===== src/serdes_rx_defs.svh =====
/*
 * Build-time constants for the serial receive front end.
 * Include wherever word width, register map or reset values are needed.
 */

`ifndef SERDES_RX_DEFS_SVH
`define SERDES_RX_DEFS_SVH

// **************************************************
// Datapath
// **************************************************
`define SERDES_RX_WIDTH        8      // Bits per received word
`define SERDES_RX_ALIGN_HITS   3      // Consecutive matches to declare alignment

// **************************************************
// Register map, 2-bit address space
// **************************************************
`define SERDES_RX_ADDR_CTRL    2'd0   // bit0 enable, bit1 align_en
`define SERDES_RX_ADDR_PATTERN 2'd1   // Training pattern
`define SERDES_RX_ADDR_WAIT    2'd2   // Lock wait count
`define SERDES_RX_ADDR_STATUS  2'd3   // Read only

// Reset values
`define SERDES_RX_PATTERN_RST  8'hA5  // Default training word
`define SERDES_RX_WAIT_RST     8'd16  // Default PLL settle cycles

`endif


===== src/serdes_rx_pkg.sv =====
/*
 * Shared types of the serial receive front end.
 * Modules refer to these by scoped name, serdes_rx_pkg::<type>.
 */

`include "serdes_rx_defs.svh"

package serdes_rx_pkg;

    // **************************************************
    // Datapath word
    // **************************************************
    typedef logic [`SERDES_RX_WIDTH-1:0] rx_word_t;  // One deserialized word

    // **************************************************
    // Configuration and status
    // **************************************************
    typedef struct packed {
        logic       enable;     // Sample serial input
        logic       align_en;   // Hunt for training pattern
        rx_word_t   pattern;    // Training word
        logic [7:0] lock_wait;  // Cycles to wait after PLL lock
    } rx_cfg_t;

    // Packs as {locked, aligned, drop_count} in the status register
    typedef struct packed {
        logic       locked;     // From lock sequencer
        logic       aligned;    // From word aligner
        logic [7:0] drop_count; // From skid buffer, saturating
    } rx_status_t;

    // **************************************************
    // Configuration request
    // **************************************************
    typedef struct packed {
        logic        write;     // 1 write, 0 read
        logic [1:0]  addr;      // Register select
        logic [15:0] wdata;     // Write payload
    } cfg_req_t;

endpackage


===== src/rx_deserializer.sv =====
/*
 * Serial to parallel converter, MSB first.
 * Emits one word strobe every WIDTH enabled cycles; a bitslip pulse
 * stretches the current word by one bit to move the word boundary.
 */

`timescale 1ns/1ps
`include "serdes_rx_defs.svh"

module rx_deserializer (
    input  logic                    fabric_clk_div,
    input  logic                    reset_buf_n,
    input  logic                    serial_data,
    input  serdes_rx_pkg::rx_cfg_t  cfg,
    input  logic                    bitslip,
    output serdes_rx_pkg::rx_word_t word,
    output logic                    word_valid
);

    localparam int W     = `SERDES_RX_WIDTH;
    localparam int CNT_W = $clog2(W);

    logic [W-1:0]     shift_q;     // Incoming bits, newest in LSB
    logic [CNT_W-1:0] bit_cnt;     // Bits collected in current word
    logic             last_bit;    // Current sample completes a word

    assign last_bit = (bit_cnt == CNT_W'(W - 1)) && !bitslip;

    // **************************************************
    // Shift register
    // **************************************************
    always_ff @(posedge fabric_clk_div) begin
        if (cfg.enable) begin
            shift_q <= {shift_q[W-2:0], serial_data};  // MSB arrives first
        end
    end

    // Word is whole in the cycle after the last bit is sampled
    assign word = shift_q;

    // **************************************************
    // Bit counter and word strobe
    // **************************************************
    always_ff @(posedge fabric_clk_div or negedge reset_buf_n) begin
        if (!reset_buf_n) begin
            bit_cnt    <= '0;
            word_valid <= 1'b0;
        end else begin
            word_valid <= 1'b0;                   // Single-cycle strobe
            if (!cfg.enable) begin
                bit_cnt <= '0;                    // Restart on word boundary
            end else if (bitslip) begin
                bit_cnt <= bit_cnt;               // Slip, bit shifts but not counted
            end else if (last_bit) begin
                bit_cnt    <= '0;
                word_valid <= 1'b1;
            end else begin
                bit_cnt <= bit_cnt + 1'b1;
            end
        end
    end

    // Aligner answers a strobe one cycle later, never on top of one
    a_no_slip_on_word: assert property (
        @(posedge fabric_clk_div) disable iff (!reset_buf_n)
        !(bitslip && word_valid)
    );

endmodule


===== src/rx_word_aligner.sv =====
/*
 * Word aligner and forwarding gate.
 * While hunting, compares each word to the training pattern and requests
 * a bitslip on mismatch; after enough hits declares alignment.
 * Data words go onward only when locked and aligned (or alignment is off).
 */

`timescale 1ns/1ps
`include "serdes_rx_defs.svh"

module rx_word_aligner (
    input  logic                    fabric_clk_div,
    input  logic                    reset_buf_n,
    input  serdes_rx_pkg::rx_word_t word,
    input  logic                    word_valid,
    input  serdes_rx_pkg::rx_cfg_t  cfg,
    input  logic                    locked,
    output logic                    bitslip,
    output logic                    aligned,
    output serdes_rx_pkg::rx_word_t fwd_word,
    output logic                    fwd_valid
);

    localparam int HITS  = `SERDES_RX_ALIGN_HITS;
    localparam int HIT_W = $clog2(HITS + 1);

    logic [HIT_W-1:0] hit_cnt;   // Consecutive pattern matches
    logic             match;     // Word equals training pattern
    logic             seeking;   // Alignment hunt in progress
    logic             pass;      // Forwarding allowed

    assign match   = (word == cfg.pattern);
    assign seeking = cfg.align_en && !aligned;
    assign pass    = locked && (aligned || !cfg.align_en);

    // **************************************************
    // Hunt state and strobes
    // **************************************************
    always_ff @(posedge fabric_clk_div or negedge reset_buf_n) begin
        if (!reset_buf_n) begin
            hit_cnt   <= '0;
            aligned   <= 1'b0;
            bitslip   <= 1'b0;
            fwd_valid <= 1'b0;
        end else begin
            bitslip   <= 1'b0;                    // Pulses only
            fwd_valid <= 1'b0;
            if (!cfg.align_en) begin
                aligned <= 1'b0;                  // Drop lock on disable
                hit_cnt <= '0;
            end
            if (word_valid) begin
                if (seeking) begin
                    if (match) begin
                        hit_cnt <= hit_cnt + 1'b1;
                        if (hit_cnt == HIT_W'(HITS - 1)) begin
                            aligned <= 1'b1;      // Final hit
                        end
                    end else begin
                        hit_cnt <= '0;            // Start over
                        bitslip <= 1'b1;          // Shift boundary by one bit
                    end
                end else begin
                    fwd_valid <= pass;
                end
            end
        end
    end

    // Payload, no reset needed
    always_ff @(posedge fabric_clk_div) begin
        if (word_valid && !seeking && pass) begin
            fwd_word <= word;
        end
    end

    // A slip never coincides with or leads straight into alignment
    a_slip_only_unaligned: assert property (
        @(posedge fabric_clk_div) disable iff (!reset_buf_n)
        bitslip |-> !aligned ##1 !aligned
    );

endmodule


===== src/rx_lock_sequencer.sv =====
/*
 * PLL lock qualifier.
 * Raises locked lock_wait+1 cycles after pll_lock is first seen high,
 * drops it on the edge after pll_lock falls.
 */

`timescale 1ns/1ps

module rx_lock_sequencer (
    input  logic                   fabric_clk_div,
    input  logic                   reset_buf_n,
    input  logic                   pll_lock,
    input  serdes_rx_pkg::rx_cfg_t cfg,
    output logic                   locked
);

    logic [7:0] wait_cnt;    // Cycles since lock seen
    logic       wait_done;   // Count reached lock_wait

    // **************************************************
    // Settle counter
    // **************************************************
    always_ff @(posedge fabric_clk_div or negedge reset_buf_n) begin
        if (!reset_buf_n) begin
            wait_cnt  <= '0;
            wait_done <= 1'b0;
            locked    <= 1'b0;
        end else if (!pll_lock) begin
            wait_cnt  <= '0;                      // Restart on loss of lock
            wait_done <= 1'b0;
            locked    <= 1'b0;
        end else begin
            if (wait_cnt < cfg.lock_wait) begin
                wait_cnt <= wait_cnt + 1'b1;
            end
            wait_done <= (wait_cnt >= cfg.lock_wait);  // Saturates at target
            locked    <= wait_done;                    // Extra stage, +1 cycle
        end
    end

endmodule


===== src/rx_config_regs.sv =====
/*
 * Configuration and status registers beside the receive datapath.
 * One valid/ready request per cycle, read data one cycle later.
 * Status is sampled live at the read; status writes are ignored.
 */

`timescale 1ns/1ps
`include "serdes_rx_defs.svh"

module rx_config_regs (
    input  logic                      fabric_clk_div,
    input  logic                      reset_buf_n,
    input  serdes_rx_pkg::cfg_req_t   cfg_req,
    input  logic                      cfg_req_valid,
    input  serdes_rx_pkg::rx_status_t status,
    output logic                      cfg_req_ready,
    output logic                      cfg_rsp_valid,
    output logic [15:0]               cfg_rsp_data,
    output serdes_rx_pkg::rx_cfg_t    cfg
);

    logic accept;      // Handshake this cycle
    logic [15:0] rd_mux;  // Selected read value

    assign accept = cfg_req_valid && cfg_req_ready;

    always_comb begin
        case (cfg_req.addr)
            `SERDES_RX_ADDR_CTRL:    rd_mux = {14'd0, cfg.align_en, cfg.enable};
            `SERDES_RX_ADDR_PATTERN: rd_mux = 16'(cfg.pattern);
            `SERDES_RX_ADDR_WAIT:    rd_mux = {8'd0, cfg.lock_wait};
            default:                 rd_mux = 16'(status);  // Live status
        endcase
    end

    // **************************************************
    // Control registers
    // **************************************************
    always_ff @(posedge fabric_clk_div or negedge reset_buf_n) begin
        if (!reset_buf_n) begin
            cfg_req_ready <= 1'b0;
            cfg_rsp_valid <= 1'b0;
            cfg.enable    <= 1'b0;
            cfg.align_en  <= 1'b0;
            cfg.pattern   <= `SERDES_RX_PATTERN_RST;
            cfg.lock_wait <= `SERDES_RX_WAIT_RST;
        end else begin
            cfg_req_ready <= 1'b1;                    // Up from first cycle out of reset
            cfg_rsp_valid <= accept && !cfg_req.write;
            if (accept && cfg_req.write) begin
                case (cfg_req.addr)
                    `SERDES_RX_ADDR_CTRL: begin
                        cfg.enable   <= cfg_req.wdata[0];
                        cfg.align_en <= cfg_req.wdata[1];
                    end
                    `SERDES_RX_ADDR_PATTERN: cfg.pattern   <= cfg_req.wdata[$bits(cfg.pattern)-1:0];
                    `SERDES_RX_ADDR_WAIT:    cfg.lock_wait <= cfg_req.wdata[7:0];
                    default: ;                        // Status is read only
                endcase
            end
        end
    end

    // Read data register
    always_ff @(posedge fabric_clk_div) begin
        if (accept && !cfg_req.write) begin
            cfg_rsp_data <= rd_mux;
        end
    end

    a_rsp_after_read: assert property (
        @(posedge fabric_clk_div) disable iff (!reset_buf_n)
        cfg_rsp_valid |-> $past(cfg_req_valid && cfg_req_ready && !cfg_req.write)
    );

endmodule


===== src/rx_skid_buffer.sv =====
/*
 * Two-entry valid/ready output buffer, order preserving.
 * The input side has no ready; items arriving with both entries full
 * and no pop are dropped and counted (saturating at 255).
 */

`timescale 1ns/1ps

module rx_skid_buffer #(
    parameter type payload_t = logic [7:0]
) (
    input  logic       fabric_clk_div,
    input  logic       reset_buf_n,
    input  payload_t   in_data,
    input  logic       in_valid,
    input  logic       out_ready,
    output payload_t   out_data,
    output logic       out_valid,
    output logic [7:0] drop_count
);

    payload_t skid_data;     // Second entry
    logic     skid_valid;
    logic     pop;           // Head leaves this cycle
    logic     load_in;       // Input goes straight to head
    logic     load_skid;     // Skid entry moves to head
    logic     park;          // Input goes to skid entry
    logic     drop;          // Input lost

    assign pop       = out_valid && out_ready;
    assign load_skid = pop && skid_valid;
    assign load_in   = in_valid && (!out_valid || (pop && !skid_valid));
    assign park      = in_valid && out_valid && (pop ? skid_valid : !skid_valid);
    assign drop      = in_valid && out_valid && skid_valid && !pop;

    // **************************************************
    // Occupancy and drop counter
    // **************************************************
    always_ff @(posedge fabric_clk_div or negedge reset_buf_n) begin
        if (!reset_buf_n) begin
            out_valid  <= 1'b0;
            skid_valid <= 1'b0;
            drop_count <= '0;
        end else begin
            if (load_in || load_skid) begin
                out_valid <= 1'b1;
            end else if (pop) begin
                out_valid <= 1'b0;                 // Drained
            end
            if (park) begin
                skid_valid <= 1'b1;
            end else if (load_skid) begin
                skid_valid <= 1'b0;
            end
            if (drop && drop_count != 8'hFF) begin
                drop_count <= drop_count + 1'b1;   // Saturate
            end
        end
    end

    // Payload registers
    always_ff @(posedge fabric_clk_div) begin
        if (load_skid) begin
            out_data <= skid_data;                 // Older item first
        end else if (load_in) begin
            out_data <= in_data;
        end
        if (park) begin
            skid_data <= in_data;
        end
    end

    a_stable_when_stalled: assert property (
        @(posedge fabric_clk_div) disable iff (!reset_buf_n)
        out_valid && !out_ready |=> out_valid && $stable(out_data)
    );

endmodule


===== src/serdes_rx_top.sv =====
/*
 * Serial receive front end, top level.
 * Deserializer, aligner and skid buffer in line, with the lock
 * sequencer and register block alongside.
 */

`timescale 1ns/1ps

module serdes_rx_top (
    input  logic                    fabric_clk_div,
    input  logic                    reset_buf_n,
    input  logic                    serial_data,
    input  logic                    pll_lock,
    input  serdes_rx_pkg::cfg_req_t cfg_req,
    input  logic                    cfg_req_valid,
    input  logic                    out_ready,
    output logic                    cfg_req_ready,
    output logic                    cfg_rsp_valid,
    output logic [15:0]             cfg_rsp_data,
    output serdes_rx_pkg::rx_word_t out_data,
    output logic                    out_valid
);

    serdes_rx_pkg::rx_cfg_t    cfg;         // From register block
    serdes_rx_pkg::rx_status_t status;      // Back to register block
    serdes_rx_pkg::rx_word_t   word;        // Deserializer out
    serdes_rx_pkg::rx_word_t   fwd_word;    // Aligner out
    logic                      word_valid;
    logic                      fwd_valid;
    logic                      bitslip;
    logic                      locked;
    logic                      aligned;
    logic [7:0]                drop_count;

    assign status = '{locked: locked, aligned: aligned, drop_count: drop_count};

    // **************************************************
    // Datapath
    // **************************************************
    rx_deserializer rx_deserializer_i (
        .fabric_clk_div (fabric_clk_div),
        .reset_buf_n    (reset_buf_n),
        .serial_data    (serial_data),
        .cfg            (cfg),
        .bitslip        (bitslip),
        .word           (word),
        .word_valid     (word_valid)
    );

    rx_word_aligner rx_word_aligner_i (
        .fabric_clk_div (fabric_clk_div),
        .reset_buf_n    (reset_buf_n),
        .word           (word),
        .word_valid     (word_valid),
        .cfg            (cfg),
        .locked         (locked),
        .bitslip        (bitslip),
        .aligned        (aligned),
        .fwd_word       (fwd_word),
        .fwd_valid      (fwd_valid)
    );

    rx_skid_buffer #(
        .payload_t (serdes_rx_pkg::rx_word_t)
    ) rx_skid_buffer_i (
        .fabric_clk_div (fabric_clk_div),
        .reset_buf_n    (reset_buf_n),
        .in_data        (fwd_word),
        .in_valid       (fwd_valid),
        .out_ready      (out_ready),
        .out_data       (out_data),
        .out_valid      (out_valid),
        .drop_count     (drop_count)
    );

    // **************************************************
    // Control side
    // **************************************************
    rx_lock_sequencer rx_lock_sequencer_i (
        .fabric_clk_div (fabric_clk_div),
        .reset_buf_n    (reset_buf_n),
        .pll_lock       (pll_lock),
        .cfg            (cfg),
        .locked         (locked)
    );

    rx_config_regs rx_config_regs_i (
        .fabric_clk_div (fabric_clk_div),
        .reset_buf_n    (reset_buf_n),
        .cfg_req        (cfg_req),
        .cfg_req_valid  (cfg_req_valid),
        .status         (status),
        .cfg_req_ready  (cfg_req_ready),
        .cfg_rsp_valid  (cfg_rsp_valid),
        .cfg_rsp_data   (cfg_rsp_data),
        .cfg            (cfg)
    );

endmodule


===== config.mk =====
export PLATFORM = sky130hd
export DESIGN_NAME = serdes_rx_top
export DESIGN_NICKNAME = d
export VERILOG_FILES = /design/src/serdes_rx_pkg.sv /design/src/rx_deserializer.sv /design/src/rx_word_aligner.sv /design/src/rx_lock_sequencer.sv /design/src/rx_config_regs.sv /design/src/rx_skid_buffer.sv /design/src/serdes_rx_top.sv
export VERILOG_INCLUDE_DIRS = /design/src
export SDC_FILE = /design/constraint.sdc
export NUM_CORES = 1
export LEC_CHECK = 0
export ABC_CLOCK_PERIOD_IN_PS = 4600
export BUFFER_PORTS_ARGS = -buffer_cell sky130_fd_sc_hd__buf_2
export CORE_ASPECT_RATIO = 0.8
export CORE_MARGIN = 5
export CORE_UTILIZATION = 50
export DETAILED_ROUTE_END_ITERATION = 10
export HOLD_SLACK_MARGIN = 0.12
export PLACE_DENSITY = 0.7
export SLEW_MARGIN = 20
export SYNTH_ARGS = -nofsm -noshare
export SYNTH_HDL_FRONTEND = slang
export SYNTH_HIERARCHICAL = 1
export SYNTH_SLANG_ARGS = --single-unit

===== constraint.sdc =====
create_clock -name fabric_clk_div -period 4.6 [get_ports fabric_clk_div]
set_clock_uncertainty 0.1 [all_clocks]
set_input_delay 0.23 -clock fabric_clk_div [delete_from_list [all_inputs] [get_ports fabric_clk_div]]
set_output_delay 0.23 -clock fabric_clk_div [all_outputs]
set_load 0.02 [all_outputs]

==> impl_metrics.py <==
metrics = {
    "status": {
        "status": "finished, final reports clean",
    },
    "logic_synthesis": {
        "synth.avg_cell_area_sq_um": 14.07,
        "synth_top_family_by_area": "multiplexers",
        "synth.area.top_cells": "edfxtp_1 (30%), dfrtp_1 (26%), mux2_2 (6.8%)",
        "syn_inst": 296,
        "yosys_warnings": 6,
        "synth_compound_area_share_pct": 6.671,
        "synth_edf_count": 42,
        "yosys.area.top_type": "edfxtp_1",
        "synth_area_sq_mm": 0.004164,
        "yosys.area_share.simple_pct": 10.10,
        "synth_ff_type": "dfrtp_1",
        "yosysSeqAreaShare_pct": 59.89,
        "synth_top_area_share_pct": 30.29,
        "ys_ff_latch": 91,
        "synthXorXnorAreaFrac_pct": 2.314,
        "synth_async_sr_flop_share_pct": 53.85,
        "muxShareOfSynthArea_pct": 12.92,
        "synth_fa_ha_area_share_pct": 4.507,
        "synthDistinctLibCells": 52,
    },
    "global_routing": {
        "grt_usage_pct": 15.48,
        "grt_max_degree": 50,
        "gr-total-overflow": 0,
        "grt_pass1_wl_mm": 12.45,
        "antenna_found_initial": 0,
        "grt_pass1_vias": 2402,
    },
    "setup_path": {
        "startpoint_type": "flop",
        "worstPathArrival_ns": 2.34,
        "worst-setup-path-type": "reg2reg",
        "crit_path_end_kind": "flop",
        "worstPathRequired_ns": 4.73,
        "crit_fanout": 12,
    },
    "sta": {
        "slew_headroom_pct": 32.47,
        "period_minus_slack_ns": 2.207,
        "tightest_slew_ns": 1.009,
        "setup_violations": 0,
        "slew_viol_final": 0,
        "rsz0062_at_grt": "false",
        "fmax_ghz": 0.4531,
        "period_share_pct": 47.98,
        "setup_tns_ns": 0,
        "hold_violations": 0,
    },
    "floorplan": {
        "dieHeight_microns": 91.63,
        "die_area_sq_mm": 0.01026,
        "placementRows": 29,
        "core_area_sq_mm": 0.008019,
        "num_io_pins": 52,
        "start_util_pct": 51.93,
        "die_w_microns": 112.0,
    },
    "place": {
        "place_hpwl_mm": 5.272,
        "portBuffers": 37,
        "placed_cells": 434,
        "gp_congestion": 0.7841,
    },
    "detailed_routing": {
        "num_vias": 2447,
        "ant_nets": 0,
        "drt_iter0_drc": 113,
        "route.met3.wl_microns": 395,
        "m1WireLength_mm": 3.597,
        "topRoutingLayerUsed": "met4",
        "first_pass_iters": 4,
        "vias_per_cell": 5.297,
        "wirelength_mm": 7.504,
        "drcViolationCount": 0,
        "routedWlPerCell_microns": 16.24,
        "wl_met2_mm": 3.434,
    },
    "clocking": {
        "clock_sinks": 91,
        "clock_latency_ns": 0.35,
        "cts-root-buf": "clkbuf_8",
        "cts_buffers": 9,
        "cts_tree": "built",
        "htree_levels": 3,
        "clkTransAtPathRegs_ns": 0.09,
        "postCtsSetupRepairBufs": 0,
        "cts_resized": 0,
        "clockBufferDepth": 2,
    },
    "layout": {
        "final_cell_mix": "dfrtp_1 (44), edfxtp_1 (42), buf_2 (37)",
        "diodes": 0,
        "area_growth_pct": 13.61,
        "layout_commonest_cell": "dfrtp_1",
        "drive_above_1_share_pct": 30.23,
        "fin_nets": 389,
        "finalNonFillerCells": 462,
    },
    "run": {
        "maxCapViolCount": 0,
    },
    "hold_path": {
        "hold_class": "in2reg",
    },
    "power": {
        "ir_drop_mv": 0.2490,
        "power.density_mw_per_mm2": 377.1,
        "leakage_nw": 1.998,
    },
}
stage by stage:
stage	power, mW	hold slack (ns)	cell area, sq um	worst slack [ns]	util, %
floorplan	1.187	-0.1656	4183	2.651	-
global placement	1.251	0.2797	4417	2.434	55.08
detailed placement	1.261	0.2816	4417	2.424	55.08
CTS	1.805	0.1873	4731	2.404	59.00
global route	1.879	0.1836	4731	2.222	59.00
finish	1.784	0.2073	4731	2.393	59.00
final timing paths:
kind | slack [ns] | end | start | cells past startpoint
min reg2reg | 0.36 | rx_skid_buffer_i/skid_data[1] | rx_word_aligner_i/fwd_word[1] | 0
max in group asynchronous | 3.55 | rx_lock_sequencer_i/wait_cnt[5] | reset_buf_n | 3
min | 0.21 | rx_config_regs_i/cfg_rsp_valid | cfg_req[18] | 2
max | 2.39 | rx_lock_sequencer_i/wait_cnt[0] | rx_config_regs_i/cfg[4] | 6
max reg2reg | 2.39 | rx_lock_sequencer_i/wait_cnt[0] | rx_config_regs_i/cfg[4] | 6
min in group asynchronous | 0.40 | rx_skid_buffer_i/drop_count[0] | reset_buf_n | 3
logic make-up (layout without fill, tap and decap cells):
group | Yosys count | after routing
DFF | 91 | 91
and+or+nand+nor | 70 | 70
muxes | 43 | 43
AOI/OAI and AO/OA | 38 | 38
buffers and inverters | 26 | 79
adders and majority gates | 15 | 15
xor gates and xnor gates | 11 | 11
other | 2 | 7
metal layers:
layer | up-vias | GRT usage, %
li1 | 1187 | -
met1 | 1187 | 21.35
met2 | 68 | 24.20
met3 | 5 | 4.013
met4 | 0 | 5.105
met5 | - | 0
area by class of cell:
cell class / instances / area (sq um)
clock buffer: 10 / 127.6
clock inverter: 6 / 66.31
fill: 661 / 3288
inverter: 13 / 48.80
multi-input combinational: 184 / 1546
sequential: 91 / 2494
tap: 108 / 135.1
timing repair buffer: 50 / 312.8
worst max-delay path, stage by stage, from the launching register on:
cell,delay [ns]
dfstp_2,0.56
inv_1,0.05
ha_1,0.26
nand4_1,0.14
a21oi_1,0.62
nor2_1,0.20
mux2i_1,0.16
power by group:
group / switching [mW] / internal (mW) / total (mW) / leakage (nW)
registers: 0.0815 / 0.939 / 1.02 / 1.02
clock network: 0.278 / 0.251 / 0.530 / 0.0885
logic: 0.106 / 0.128 / 0.234 / 0.892
state kept, by name, indices dropped and copies added (netlist names):
name / flops
rx_config_regs_i/cfg: 18
rx_config_regs_i/cfg_req_ready: 1
rx_config_regs_i/cfg_rsp_data: 10
rx_config_regs_i/cfg_rsp_valid: 1
rx_deserializer_i/bit_cnt: 3
rx_deserializer_i/word: 8
rx_deserializer_i/word_valid: 1
rx_lock_sequencer_i/locked: 1
rx_lock_sequencer_i/wait_cnt: 8
rx_lock_sequencer_i/wait_done: 1
rx_skid_buffer_i/drop_count: 8
rx_skid_buffer_i/out_data: 8
rx_skid_buffer_i/out_valid: 1
rx_skid_buffer_i/skid_data: 8
rx_skid_buffer_i/skid_valid: 1
rx_word_aligner_i/aligned: 1
rx_word_aligner_i/bitslip: 1
rx_word_aligner_i/fwd_valid: 1
rx_word_aligner_i/fwd_word: 8
rx_word_aligner_i/hit_cnt: 2
Yosys cell counts, types with 3 or more instances:
cell type and n:
dfrtp_1 44, edfxtp_1 42, mux2_2 25, nand2_1 17
ha_1 15, inv_1 13, xnor2_1 11, mux2_4 10
a22o_1 7, buf_4 7, nand4_1 7, or3_1 6
a21oi_1 5, dfstp_2 5, mux2i_1 5, nand3_1 5
and3_1 4, nand2b_1 4, nor2_1 4, nor2b_1 4
nor3_1 4, o21ai_0 4, a21boi_0 3, buf_2 3
nand3_2 3, o31ai_1 3
what timing repair did:
item | 4_1_cts | 5_1_grt
hold buffers | 12 | 0
endpoints found under the setup margin | 0 | 0
endpoints found under the hold margin | 70 | 0
(Power assumes the default switching activity.)
